$ cat src/fetch_pkg.sv
/*
  Types shared by the prefetch blocks and the testbench.
  Addresses are byte addresses; the bus only ever sees word-aligned ones.
*/
`default_nettype none

package fetch_pkg;

  // Byte address of an instruction or a memory word
  typedef logic [31:0] addr_t;

  // One memory data word
  typedef logic [31:0] word_t;

  // Read request on the memory bus
  typedef struct packed {
    addr_t addr;      // Word aligned
  } mem_req_t;

  // Read response on the memory bus
  typedef struct packed {
    word_t rdata;
    logic  err;
  } mem_rsp_t;

  // Realigned instruction leaving the fetch FIFO
  // Upper half of instr is don't care for a compressed instruction
  typedef struct packed {
    addr_t addr;
    word_t instr;
    logic  err;
  } fetch_item_t;

  // Instruction as handed to decode
  typedef struct packed {
    addr_t pc;
    word_t instr;
    logic  compressed;
    logic  err;
  } instr_t;

  // Reads in flight on the bus by default
  localparam int unsigned NumReqsDefault = 2;

endpackage

`default_nettype wire

$ cat src/fetch_req_ctrl.sv
/*
  Issues word reads on a req/gnt/rvalid bus, at most NUM_REQS in flight.
  Idle until the first branch. Responses to reads issued before a branch
  are counted and dropped, never forwarded.
*/
`default_nettype none

module fetch_req_ctrl #(
  parameter int unsigned NUM_REQS = 2
) (
  input  wire logic               clk_i,
  input  wire logic               rst_ni,

  // Branch strobe and target
  input  wire logic               branch_i,
  input  wire fetch_pkg::addr_t   branch_addr_i,

  // Memory bus
  output logic                    mem_req_o,
  output fetch_pkg::mem_req_t     mem_req_data_o,
  input  wire logic               mem_gnt_i,
  input  wire logic               mem_rvalid_i,
  input  wire fetch_pkg::mem_rsp_t mem_rsp_i,

  // Towards the fetch FIFO
  output logic                    fifo_in_valid_o,
  output fetch_pkg::mem_rsp_t     fifo_in_rsp_o,
  input  wire logic               fifo_in_ready_i
);

  // Counter wide enough to hold NUM_REQS
  localparam int unsigned CntW = $clog2(NUM_REQS + 1);

  fetch_pkg::addr_t addr_q;
  logic             active_q;
  logic             pending_q;
  logic             issue_ok;
  logic             req_granted;
  logic [CntW-1:0]  outstanding_q, outstanding_d;
  logic [CntW-1:0]  discard_q, discard_d;
  logic             rsp_stale;

  ////////////////////////////////////////////////////////////
  // Request side
  ////////////////////////////////////////////////////////////

  // New read only with FIFO room reserved and a free bus slot
  assign issue_ok = active_q & fifo_in_ready_i & (outstanding_q < CntW'(NUM_REQS));

  // A request once raised stays up until granted
  assign mem_req_o           = pending_q | issue_ok;
  assign mem_req_data_o.addr = addr_q;
  assign req_granted         = mem_req_o & mem_gnt_i;

  // Fetch address
  // Branch restarts at the word holding the target
  always_ff @(posedge clk_i or negedge rst_ni) begin
    if (!rst_ni) begin
      addr_q <= '0;
    end else if (branch_i) begin
      addr_q <= {branch_addr_i[31:2], 2'b00};
    end else if (req_granted) begin
      addr_q <= addr_q + fetch_pkg::addr_t'(4);
    end
  end

  // Active from the first branch on, pending while waiting for gnt
  always_ff @(posedge clk_i or negedge rst_ni) begin
    if (!rst_ni) begin
      active_q  <= 1'b0;
      pending_q <= 1'b0;
    end else begin
      if (branch_i) begin
        active_q <= 1'b1;
      end
      pending_q <= mem_req_o & ~mem_gnt_i;
    end
  end

  ////////////////////////////////////////////////////////////
  // Outstanding and stale reads
  ////////////////////////////////////////////////////////////

  // Grants minus responses
  always_comb begin
    outstanding_d = outstanding_q;
    if (req_granted && !mem_rvalid_i) begin
      outstanding_d = outstanding_q + CntW'(1);
    end else if (!req_granted && mem_rvalid_i) begin
      outstanding_d = outstanding_q - CntW'(1);
    end
  end

  // On a branch everything still in flight turns stale
  // A grant in the branch cycle is for the old address, so it counts too
  always_comb begin
    discard_d = discard_q;
    if (branch_i) begin
      discard_d = outstanding_d;
    end else if (mem_rvalid_i && rsp_stale) begin
      discard_d = discard_q - CntW'(1);
    end
  end

  always_ff @(posedge clk_i or negedge rst_ni) begin
    if (!rst_ni) begin
      outstanding_q <= '0;
      discard_q     <= '0;
    end else begin
      outstanding_q <= outstanding_d;
      discard_q     <= discard_d;
    end
  end

  assign rsp_stale = (discard_q != '0);

  ////////////////////////////////////////////////////////////
  // Response forwarding
  ////////////////////////////////////////////////////////////

  // Same cycle as rvalid, no back-pressure possible
  // A response in the branch cycle is dropped by the FIFO clear
  assign fifo_in_valid_o = mem_rvalid_i & ~rsp_stale;
  assign fifo_in_rsp_o   = mem_rsp_i;

endmodule

`default_nettype wire

$ cat src/fetch_fifo.sv
/*
  Realigning fetch FIFO, NUM_REQS+1 words deep, entry zero at the output.
  Upstream must keep in_valid_i low unless room was reserved (in_ready_o).
  clear_i also drops any word arriving in the same cycle.
*/
`default_nettype none

module fetch_fifo #(
  parameter int unsigned NUM_REQS = 2
) (
  input  wire logic                clk_i,
  input  wire logic                rst_ni,

  // Branch: flush and load new address
  input  wire logic                clear_i,

  // Incoming memory words
  input  wire logic                in_valid_i,
  output logic                     in_ready_o,
  input  wire fetch_pkg::addr_t    in_addr_i,
  input  wire fetch_pkg::mem_rsp_t in_rsp_i,

  // Outgoing instructions
  output logic                     out_valid_o,
  input  wire logic                out_ready_i,
  output fetch_pkg::fetch_item_t   out_o
);

  localparam int unsigned DEPTH = NUM_REQS + 1;

  // Storage
  fetch_pkg::mem_rsp_t [DEPTH-1:0] fifo_q, fifo_d;
  fetch_pkg::mem_rsp_t [DEPTH-1:0] sh_data;
  logic [DEPTH-1:0]                valid_q, valid_d;
  logic [DEPTH-1:0]                sh_valid;

  // Head word and the word after it, either may come from the bypass
  fetch_pkg::mem_rsp_t head_word, next_word;
  logic                head_valid, next_valid;

  fetch_pkg::addr_t    addr_q;
  logic [15:0]         first_hw;
  logic                is_comp;
  logic                transfer;
  logic                pop;
  logic                push;

  ////////////////////////////////////////////////////////////
  // Head selection and alignment
  ////////////////////////////////////////////////////////////

  // Empty FIFO passes the incoming word straight through
  assign head_word  = valid_q[0] ? fifo_q[0] : in_rsp_i;
  assign head_valid = valid_q[0] | in_valid_i;

  // Second word for a straddling instruction
  assign next_word  = valid_q[1] ? fifo_q[1] : in_rsp_i;
  assign next_valid = valid_q[1] | (valid_q[0] & in_valid_i);

  // First halfword of the current instruction
  assign first_hw = addr_q[1] ? head_word.rdata[31:16] : head_word.rdata[15:0];
  assign is_comp  = (first_hw[1:0] != 2'b11);

  always_comb begin
    out_o.addr = addr_q;
    if (!addr_q[1]) begin
      // Word aligned, all from the head
      out_o.instr = head_word.rdata;
      out_o.err   = head_word.err;
      out_valid_o = head_valid;
    end else begin
      // Halfword offset
      // Upper half of head, lower half of the next word
      out_o.instr = {next_word.rdata[15:0], head_word.rdata[31:16]};
      // Next word only matters for a full-size instruction
      out_o.err   = head_word.err | (~is_comp & next_word.err);
      out_valid_o = is_comp ? head_valid : next_valid;
    end
  end

  assign transfer = out_valid_o & out_ready_i;

  ////////////////////////////////////////////////////////////
  // Instruction address
  ////////////////////////////////////////////////////////////

  always_ff @(posedge clk_i or negedge rst_ni) begin
    if (!rst_ni) begin
      addr_q <= '0;
    end else if (clear_i) begin
      addr_q <= in_addr_i;
    end else if (transfer) begin
      // Step over a halfword or a full word
      addr_q <= addr_q + (is_comp ? fetch_pkg::addr_t'(2) : fetch_pkg::addr_t'(4));
    end
  end

  ////////////////////////////////////////////////////////////
  // FIFO management
  ////////////////////////////////////////////////////////////

  // Room for NUM_REQS more words only while entry one is free
  assign in_ready_o = ~valid_q[1];

  // Head word is done once its upper halfword has been used
  // Aligned compressed leaves the upper half for the next instruction
  assign pop = transfer & (addr_q[1] | ~is_comp);

  // A bypassed word that is fully used never gets stored
  assign push = in_valid_i & ~(pop & ~valid_q[0]);

  // Shift down by one entry on a pop
  always_comb begin
    for (int i = 0; i < DEPTH - 1; i++) begin
      sh_valid[i] = pop ? valid_q[i+1] : valid_q[i];
      sh_data[i]  = pop ? fifo_q[i+1]  : fifo_q[i];
    end
    sh_valid[DEPTH-1] = pop ? 1'b0 : valid_q[DEPTH-1];
    sh_data[DEPTH-1]  = fifo_q[DEPTH-1];
  end

  // Write the incoming word into the lowest free entry after the shift
  always_comb begin
    logic slot_found;
    slot_found = 1'b0;
    valid_d    = sh_valid;
    fifo_d     = sh_data;
    for (int i = 0; i < DEPTH; i++) begin
      if (!sh_valid[i] && !slot_found) begin
        slot_found = 1'b1;
        if (push) begin
          valid_d[i] = 1'b1;
          fifo_d[i]  = in_rsp_i;
        end
      end
    end
    // Branch empties everything
    if (clear_i) begin
      valid_d = '0;
    end
  end

  always_ff @(posedge clk_i or negedge rst_ni) begin
    if (!rst_ni) begin
      valid_q <= '0;
    end else begin
      valid_q <= valid_d;
    end
  end

  // Data words, qualified by valid_q
  always_ff @(posedge clk_i) begin
    fifo_q <= fifo_d;
  end

endmodule

`default_nettype wire

$ cat src/instr_predecode.sv
/*
  One-entry output register towards decode.
  Compressed instructions leave with the upper 16 bits zeroed, not expanded.
*/
`default_nettype none

module instr_predecode (
  input  wire logic                  clk_i,
  input  wire logic                  rst_ni,

  // Branch: drop the held instruction
  input  wire logic                  flush_i,

  // From the fetch FIFO
  input  wire logic                  in_valid_i,
  output logic                       in_ready_o,
  input  wire fetch_pkg::fetch_item_t in_i,

  // To decode
  output logic                       out_valid_o,
  input  wire logic                  out_ready_i,
  output fetch_pkg::instr_t          out_o
);

  logic              valid_q;
  fetch_pkg::instr_t instr_q, instr_d;
  logic              accept;
  logic              in_comp;

  // Take a new item when empty or when the held one leaves now
  // Nothing enters in the flush cycle
  assign in_ready_o = ~flush_i & (~valid_q | out_ready_i);
  assign accept     = in_valid_i & in_ready_o;

  // Predecode
  assign in_comp = (in_i.instr[1:0] != 2'b11);

  always_comb begin
    instr_d.pc         = in_i.addr;
    instr_d.compressed = in_comp;
    instr_d.err        = in_i.err;
    instr_d.instr      = in_comp ? {16'h0000, in_i.instr[15:0]} : in_i.instr;
  end

  // Valid flag
  always_ff @(posedge clk_i or negedge rst_ni) begin
    if (!rst_ni) begin
      valid_q <= 1'b0;
    end else if (flush_i) begin
      valid_q <= 1'b0;
    end else if (accept) begin
      valid_q <= 1'b1;
    end else if (out_ready_i) begin
      valid_q <= 1'b0;
    end
  end

  // Payload
  always_ff @(posedge clk_i) begin
    if (accept) begin
      instr_q <= instr_d;
    end
  end

  assign out_valid_o = valid_q;
  assign out_o       = instr_q;

endmodule

`default_nettype wire

$ cat src/prefetch_top.sv
/*
  Instruction prefetch: request controller, realigning FIFO, output stage.
  Nothing is fetched before the first branch_i after reset.
*/
`default_nettype none

module prefetch_top #(
  parameter int unsigned NUM_REQS = fetch_pkg::NumReqsDefault
) (
  input  wire logic                clk_i,
  input  wire logic                rst_ni,

  // Branch strobe, halfword-aligned target
  input  wire logic                branch_i,
  input  wire fetch_pkg::addr_t    branch_addr_i,

  // Memory bus
  output logic                     mem_req_o,
  output fetch_pkg::mem_req_t      mem_req_o_data,
  input  wire logic                mem_gnt_i,
  input  wire logic                mem_rvalid_i,
  input  wire fetch_pkg::mem_rsp_t mem_rsp_i,

  // Decode side
  output logic                     instr_valid_o,
  input  wire logic                instr_ready_i,
  output fetch_pkg::instr_t        instr_o
);

  // Controller to FIFO
  logic                   fifo_in_valid;
  logic                   fifo_in_ready;
  fetch_pkg::mem_rsp_t    fifo_in_rsp;

  // FIFO to output stage
  logic                   fifo_out_valid;
  logic                   fifo_out_ready;
  fetch_pkg::fetch_item_t fifo_out;

  fetch_req_ctrl #(
    .NUM_REQS (NUM_REQS)
  ) i_req_ctrl (
    .clk_i           (clk_i),
    .rst_ni          (rst_ni),
    .branch_i        (branch_i),
    .branch_addr_i   (branch_addr_i),
    .mem_req_o       (mem_req_o),
    .mem_req_data_o  (mem_req_o_data),
    .mem_gnt_i       (mem_gnt_i),
    .mem_rvalid_i    (mem_rvalid_i),
    .mem_rsp_i       (mem_rsp_i),
    .fifo_in_valid_o (fifo_in_valid),
    .fifo_in_rsp_o   (fifo_in_rsp),
    .fifo_in_ready_i (fifo_in_ready)
  );

  fetch_fifo #(
    .NUM_REQS (NUM_REQS)
  ) i_fifo (
    .clk_i       (clk_i),
    .rst_ni      (rst_ni),
    .clear_i     (branch_i),
    .in_valid_i  (fifo_in_valid),
    .in_ready_o  (fifo_in_ready),
    .in_addr_i   (branch_addr_i),
    .in_rsp_i    (fifo_in_rsp),
    .out_valid_o (fifo_out_valid),
    .out_ready_i (fifo_out_ready),
    .out_o       (fifo_out)
  );

  instr_predecode i_predecode (
    .clk_i       (clk_i),
    .rst_ni      (rst_ni),
    .flush_i     (branch_i),
    .in_valid_i  (fifo_out_valid),
    .in_ready_o  (fifo_out_ready),
    .in_i        (fifo_out),
    .out_valid_o (instr_valid_o),
    .out_ready_i (instr_ready_i),
    .out_o       (instr_o)
  );

endmodule

`default_nettype wire

$ cat config.mk
export PLATFORM = sky130hd
export DESIGN_NAME = prefetch_top
export DESIGN_NICKNAME = d
export VERILOG_FILES = /design/src/fetch_pkg.sv /design/src/fetch_req_ctrl.sv /design/src/fetch_fifo.sv /design/src/instr_predecode.sv /design/src/prefetch_top.sv
export SDC_FILE = /design/constraint.sdc
export NUM_CORES = 1
export LEC_CHECK = 0
export BUFFER_PORTS_ARGS = -buffer_cell sky130_fd_sc_hd__buf_2
export CAP_MARGIN = 30
export CORE_UTILIZATION = 45
export DETAILED_ROUTE_END_ITERATION = 12
export HOLD_SLACK_MARGIN = 0.03
export PLACE_DENSITY = 0.68
export SLEW_MARGIN = 5
export SYNTH_ARGS = -nofsm -noshare
export SYNTH_HDL_FRONTEND = slang
export SYNTH_HIERARCHICAL = 1
export SYNTH_SLANG_ARGS = --single-unit
$ cat constraint.sdc
create_clock -name clk_i -period 6.7 [get_ports clk_i]
set_clock_uncertainty 0.05 [all_clocks]
set_input_delay 1.34 -clock clk_i [delete_from_list [all_inputs] [get_ports clk_i]]
set_output_delay 1.34 -clock clk_i [all_outputs]
set_load 0.02 [all_outputs]
=== Word-level counts from Yosys, hierarchy flattened ===
Index checks and enable logic that the tools add are counted.

* Logic and storage cells: 105
* Register bits after elaboration: 239
* Bits of input ports: 71

* Muxes and demuxes: 36
* Add/sub/neg operators: 5
* Magnitude comparators: 1
* Reductions and logical operators: 16
* Equality and inequality tests: 2
* Bitwise operators: 26

{| class="wikitable"
|+ Operators by type and width
! operator !! count
|-
| 33-bit two-way mux || 8
|-
| 32-bit two-way mux || 4
|-
| 32-bit by 3-bit adder with 32-bit output, second input constant || 1
|-
| 32-bit adder || 1
|-
| 17-bit two-way mux || 1
|-
| 1-bit two-way mux || 16
|-
| 1-bit AND || 12
|-
| 2-bit two-way mux || 5
|-
| 1-bit NOT || 8
|-
| 2-bit nonzero test || 4
|-
| 3-bit two-way mux || 2
|-
| 1-bit bitwise OR || 6
|-
| 1-bit logical AND || 5
|-
| 1-bit zero test || 5
|-
| 2-bit != test, second input constant || 2
|-
| 2-bit by 1-bit subtractor with 2-bit output, second input constant || 2
|-
| 3-bit nonzero test || 1
|-
| 2-bit by 1-bit adder with 2-bit output, second input constant || 1
|-
| 2-bit < comparator, second input constant || 1
|-
| 2-bit AND reduction || 1
|}

=== Depth between registers and ports, before layout ===
* Depth after elaboration: 17
* Depth in mapped cells: 12

=== By module ===
Netlist, hierarchy kept.

{| class="wikitable"
|+ By module, submodules not included
! module !! cells an instance !! times used !! area an instance (um^2) !! sequential area each (um^2)
|-
| fetch_fifo || 742 || 1 || 6,817.8 || 3,188.1
|-
| fetch_req_ctrl || 287 || 1 || 2,474.9 || 900.9
|-
| instr_predecode || 90 || 1 || 2,165.8 || 2,006.9
|}

=== Worst setup path before layout ===
No wires, ideal clock.

* Kind: in2reg
* From: in mem_rvalid_i
* To: reg i_predecode.instr_q, in the netlist i_predecode/out_o[0] (enable)
* Required time: 6,064 ps
* Slack: -1,297 ps
* Arrival: 7,361 ps
* Cell stages on the path: 7
* Setup time: 586 ps
* Cell sequence: and2_1 > and4b_1 > or3_1 > buf_2 > buf_1 > nand2_1 > nor3b_1

* Word-level cells in the longest chain between the ends: 6
* Elaborated cells on any way between the ends: 7

{| class="wikitable"
|+ Ends and longest elaborated chain
! element !! line !! text
|-
| from (decl) || prefetch_top.sv:21 || <nowiki>input wire logic mem_rvalid_i,</nowiki>
|-
| 1-bit AND (*) || fetch_req_ctrl.sv:123 || <nowiki>assign fifo_in_valid_o = mem_rvalid_i & ~rsp_stale;</nowiki>
|-
| 1-bit AND || fetch_fifo.sv:58 || <nowiki>assign next_valid = valid_q[1] | (valid_q[0] & in_valid_i);</nowiki>
|-
| 1-bit bitwise OR || fetch_fifo.sv:58 ||
|-
| 1-bit two-way mux || fetch_fifo.sv:77 || <nowiki>out_valid_o = is_comp ? head_valid : next_valid;</nowiki>
|-
| 1-bit two-way mux (*) || fetch_fifo.sv:66 || <nowiki>if (!addr_q[1]) begin</nowiki>
|-
| net fifo_out_valid || prefetch_top.sv:36 || <nowiki>logic fifo_out_valid;</nowiki>
|-
| 1-bit AND (*) || instr_predecode.sv:33 || <nowiki>assign accept = in_valid_i & in_ready_o;</nowiki>
|-
| net i_predecode.accept || instr_predecode.sv:27 || <nowiki>logic accept;</nowiki>
|-
| to (signal assigned) || instr_predecode.sv:61 || <nowiki>instr_q <= instr_d;</nowiki>
|-
| to (decl) || instr_predecode.sv:26 || <nowiki>fetch_pkg::instr_t instr_q, instr_d;</nowiki>
|}

The timed path passes the listed nets; every way through them passes the cells marked *.
A chain may end at the register's enable or synchronous reset.

=== Worst setup path in the final report ===
* From: in mem_rsp_i[18] (netlist bit)
* To: reg i_fifo.addr_q[16]

* Word-level cells in the longest chain between the ends: 7
* Elaborated cells on any way between the ends: 11

{| class="wikitable"
|+ Ends and longest elaborated chain
! element !! line !! text
|-
| from (decl) || prefetch_top.sv:22 || <nowiki>input wire fetch_pkg::mem_rsp_t mem_rsp_i,</nowiki>
|-
| 33-bit two-way mux (*) || fetch_fifo.sv:53 || <nowiki>assign head_word = valid_q[0] ? fifo_q[0] : in_rsp_i;</nowiki>
|-
| 2-bit two-way mux (*) || fetch_fifo.sv:61 || <nowiki>assign first_hw = addr_q[1] ? head_word.rdata[31:16] : head_word.rdata[15:0];</nowiki>
|-
| 2-bit != test (*) || fetch_fifo.sv:62 || <nowiki>assign is_comp = (first_hw[1:0] != 2'b11);</nowiki>
|-
| 3-bit two-way mux or 1-bit two-way mux (tied branches) || fetch_fifo.sv:94, fetch_fifo.sv:77 ||
|-
| 32-bit adder or 1-bit two-way mux (tied branches) || fetch_fifo.sv:94, fetch_fifo.sv:66 ||
|-
| 32-bit two-way mux or 1-bit AND (tied branches) || fetch_fifo.sv:92, fetch_fifo.sv:81 ||
|-
| 32-bit two-way mux or 2-bit nonzero test (tied branches) || n/a ||
|-
| to (signal assigned) || fetch_fifo.sv:91 || <nowiki>addr_q <= in_addr_i;</nowiki>
|-
| to (signal assigned) || fetch_fifo.sv:94 || <nowiki>addr_q <= addr_q + (is_comp ? fetch_pkg::addr_t'(2) : fetch_pkg::addr_t'(4));</nowiki>
|-
| to (decl) || fetch_fifo.sv:41 || <nowiki>fetch_pkg::addr_t addr_q;</nowiki>
|}

Every way passes the cells marked *; elsewhere a longest branch is shown, timed or not. The select of a mux whose other input is x is not followed.

==> out/qor.yml <==
syn2layout_area_growth_pct: 15.9
rsz0062_at_grt: "false"
synth_xor_area_share_pct: 2.83
hold_depth: 0
fp-row-count: 58
dp_cells: 1522
crit_start: "mem_rsp_i[18]"
ant_nets: 0
dieArea_um2: 26100
clock.fmax_ghz: 0.258
seqPwrFrac_pct: 43.2
worstPathArrival_ps: 4190
p_int_uw: 3360
synth_compound_area_share_pct: 14.0
fin_setup_tns_ps: 0
first_pass_iters: 5
vdd_drop_max_v: 0.000215
cts_tree: "yes"
maxSlewViolCount: 0
synth.distinct_cells: 70
grt_first_pass_wirelength_mm: 45.5
antenna_found_initial: 3
gp_congestion: 0.821
netlist_instances: 1119
p_leak_uw: 0.00518
yosys_warnings: 6
design_area_um2: 13300
pwr-share-comb_pct: 26.3
timing.final.crit_share_pct: 57.9
cts_max_path_buffers: 3
post_cts_buffers: 0
cts_sinks: 237
pin_count: 171
synth_flop_cell: "edfxtp_1"
stdcell_count: 1575
drc: 0
root_buffer: "clkbuf_16"
yosys.area_share.adder_pct: 0.721
final_cell_mix: "nand2_1 (201), buf_2 (168), edfxtp_1 (99)"
clk_latency_ps: 520
die_y_um: 162
nets: 1298
grt_overflow: 0
grt_max_degree: 102
slew_headroom_pct: 31.5
h-tree-depth: 1
synthSimpleGateAreaFrac_pct: 18.1
hold_viol_final: 0
hold_buffers: 0
tightest_slew_ps: 1020
dpl.hpwl_mm: 18.9
core_area_um2: 25100
synth_top_family_by_area: "simple AND/OR/NAND/NOR gates"
synth_area_um2: 11500
synth_mux_area_share_pct: 5.60
drtIter0Drc: 695
nFillCells: 2249
clk_pin_slew_ps: 60
avgRoutedWirePerCell_um: 18.2
drv_cap: 0
cts_resized: 0
drive_above_1_share_pct: 22.8
criticalPathCategory: "in -> reg"
synth_area_per_cell_um2: 10.2
io_buffers: 168
synth_edf_count: 99
crit_path_end_kind: "flop"
wirelength_mm: 28.6
synth.yosys.seq_area_share_pct: 53.2
setup_violations: 0
r2r_cells: 9
finish.utilization_pct: 52.9
synth_seq_cells: 237
min_from: "i_fifo/addr_q[28]"
finalCriticalPeriod_ps: 3880
grt_use_total_pct: 21.8
grt_pass1_vias: 8086
critPathLaunchType: "input port"
clkPwrFrac_pct: 30.5
critPathMaxFanout: 21
reg2reg_from: "i_fifo/valid_q[0]"
hold_slack_ps: 417
dpl_cell_area_um2: 12300
hold_class: "reg -> reg"
required_ps: 7010
start_util_pct: 45.6
power_density_nw_per_um2: 377
outcome: "completed"
power_switching_share_pct: 32.9
async_flop_share_pct: 30.4
final_common_cell: "nand2_1"
vias_per_cell: 5.63
cts_buffers: 26
die_w_um: 162
switching_power_uw: 1650
vias: 8874
-- state kept, by name (all words and copies together), names as in the netlist --
signal,count
i_fifo/addr_q,32
i_req_ctrl/pending_q,1
i_predecode/out_o,66
i_req_ctrl/outstanding_q,2
i_req_ctrl/mem_req_data_o,30
i_fifo/fifo_q,99
i_predecode/out_valid_o,1
i_fifo/valid_q,3
i_req_ctrl/discard_q,2
i_req_ctrl/active_q,1
-- cell usage after synthesis, drive strengths merged, types with 3 or more instances --
library cell  count  share of area [%]
nand3            29                1.3
o311ai            6               0.46
and4              7               0.54
or2               5               0.27
ha                5               0.55
edfxtp           99                 26
nand4            20                1.2
nand2b            3               0.16
nor2b            23                1.3
a2111oi          13                1.7
o2111ai           4               0.31
a21oi            28                1.2
a21o              3               0.20
a31oi            78                4.3
mux2              9               0.88
o21ai            35                1.5
and3             28                1.6
nand2           201                6.6
xor2             10               0.76
nor3              5               0.22
mux4             16                3.1
and2              6               0.33
inv              15               0.49
or4              13               0.88
dfxtp            66                 12
xnor2            27                2.1
o211ai            8               0.52
buf              57                3.3
dfrtp            72                 16
nor2             85                2.8
mux2i            18                1.6
a211oi           27                1.8
nor4              4               0.22
clkbuf           53                1.7
o31ai            10               0.66
-- worst paths after layout --
check,endpoint,slack [ps]
max,i_fifo/addr_q[16],2820
min,i_predecode/out_o[62],420
max reg2reg,i_fifo/addr_q[16],2930
min reg2reg,i_predecode/out_o[62],420
max in group asynchronous,i_fifo/addr_q[1],5250
min in group asynchronous,i_fifo/addr_q[25],780
-- power groups by stage --
stage,sequential (uW),clock [uW],combinational (uW)
after floorplan,2220,0,884
after global placement,2180,0,1260
after detailed placement,2190,0,1310
after CTS,2160,1550,1320
after global routing,2210,1620,1450
final,2160,1530,1310
-- metal layers --
layer | part of all wire (%) | global-route usage [%] | routed length [um] | up-vias
li1 | - | - | - | 4274
met1 | 48 | 33.7 | 13700 | 4246
met2 | 43 | 30.3 | 12200 | 324
met3 | 8.2 | 5.39 | 2340 | 30
met4 | 1.5 | 5.06 | 429 | 0
met5 | 0 | 0 | 0 | -
-- worst max-delay path, stage by stage --
cell and delay (ps):
buf_2 140, mux4_2 680, nand2_1 200, inv_1 100, ha_1 290, a21o_1 140, nand3_1 380, a2111oi_0 650
xnor2_1 170, o21ai_0 80
-- cell type report --
type | count | area (um2) | share of cell area (%)
clock buffer | 31 | 701 | 5.28
inverter | 16 | 60.1 | 0.452
multi-input combinational | 757 | 4780 | 36.0
clock inverter | 17 | 226 | 1.70
tap | 330 | 413 | 3.11
antenna | 4 | 10.0 | 0.0754
sequential | 237 | 6100 | 45.9
timing repair buffer | 183 | 993 | 7.48
-- stage by stage --
step,total power [uW],setup WS (ps)
final,5010,2820
after global routing,5280,2620
after CTS,5030,2860
after detailed placement,3500,2320
after global placement,3440,2190
after floorplan,3110,1040
-- kinds of logic after synthesis --
kind of cell,after synthesis
AO/OA/AOI/OAI,230
XOR/XNOR,37
adder cells (fa/ha/maj),6
buffers and inverters,126
flip-flops,237
multiplexers,43
other,1
AND/OR/NAND/NOR,439
(Power assumes the default switching activity.)
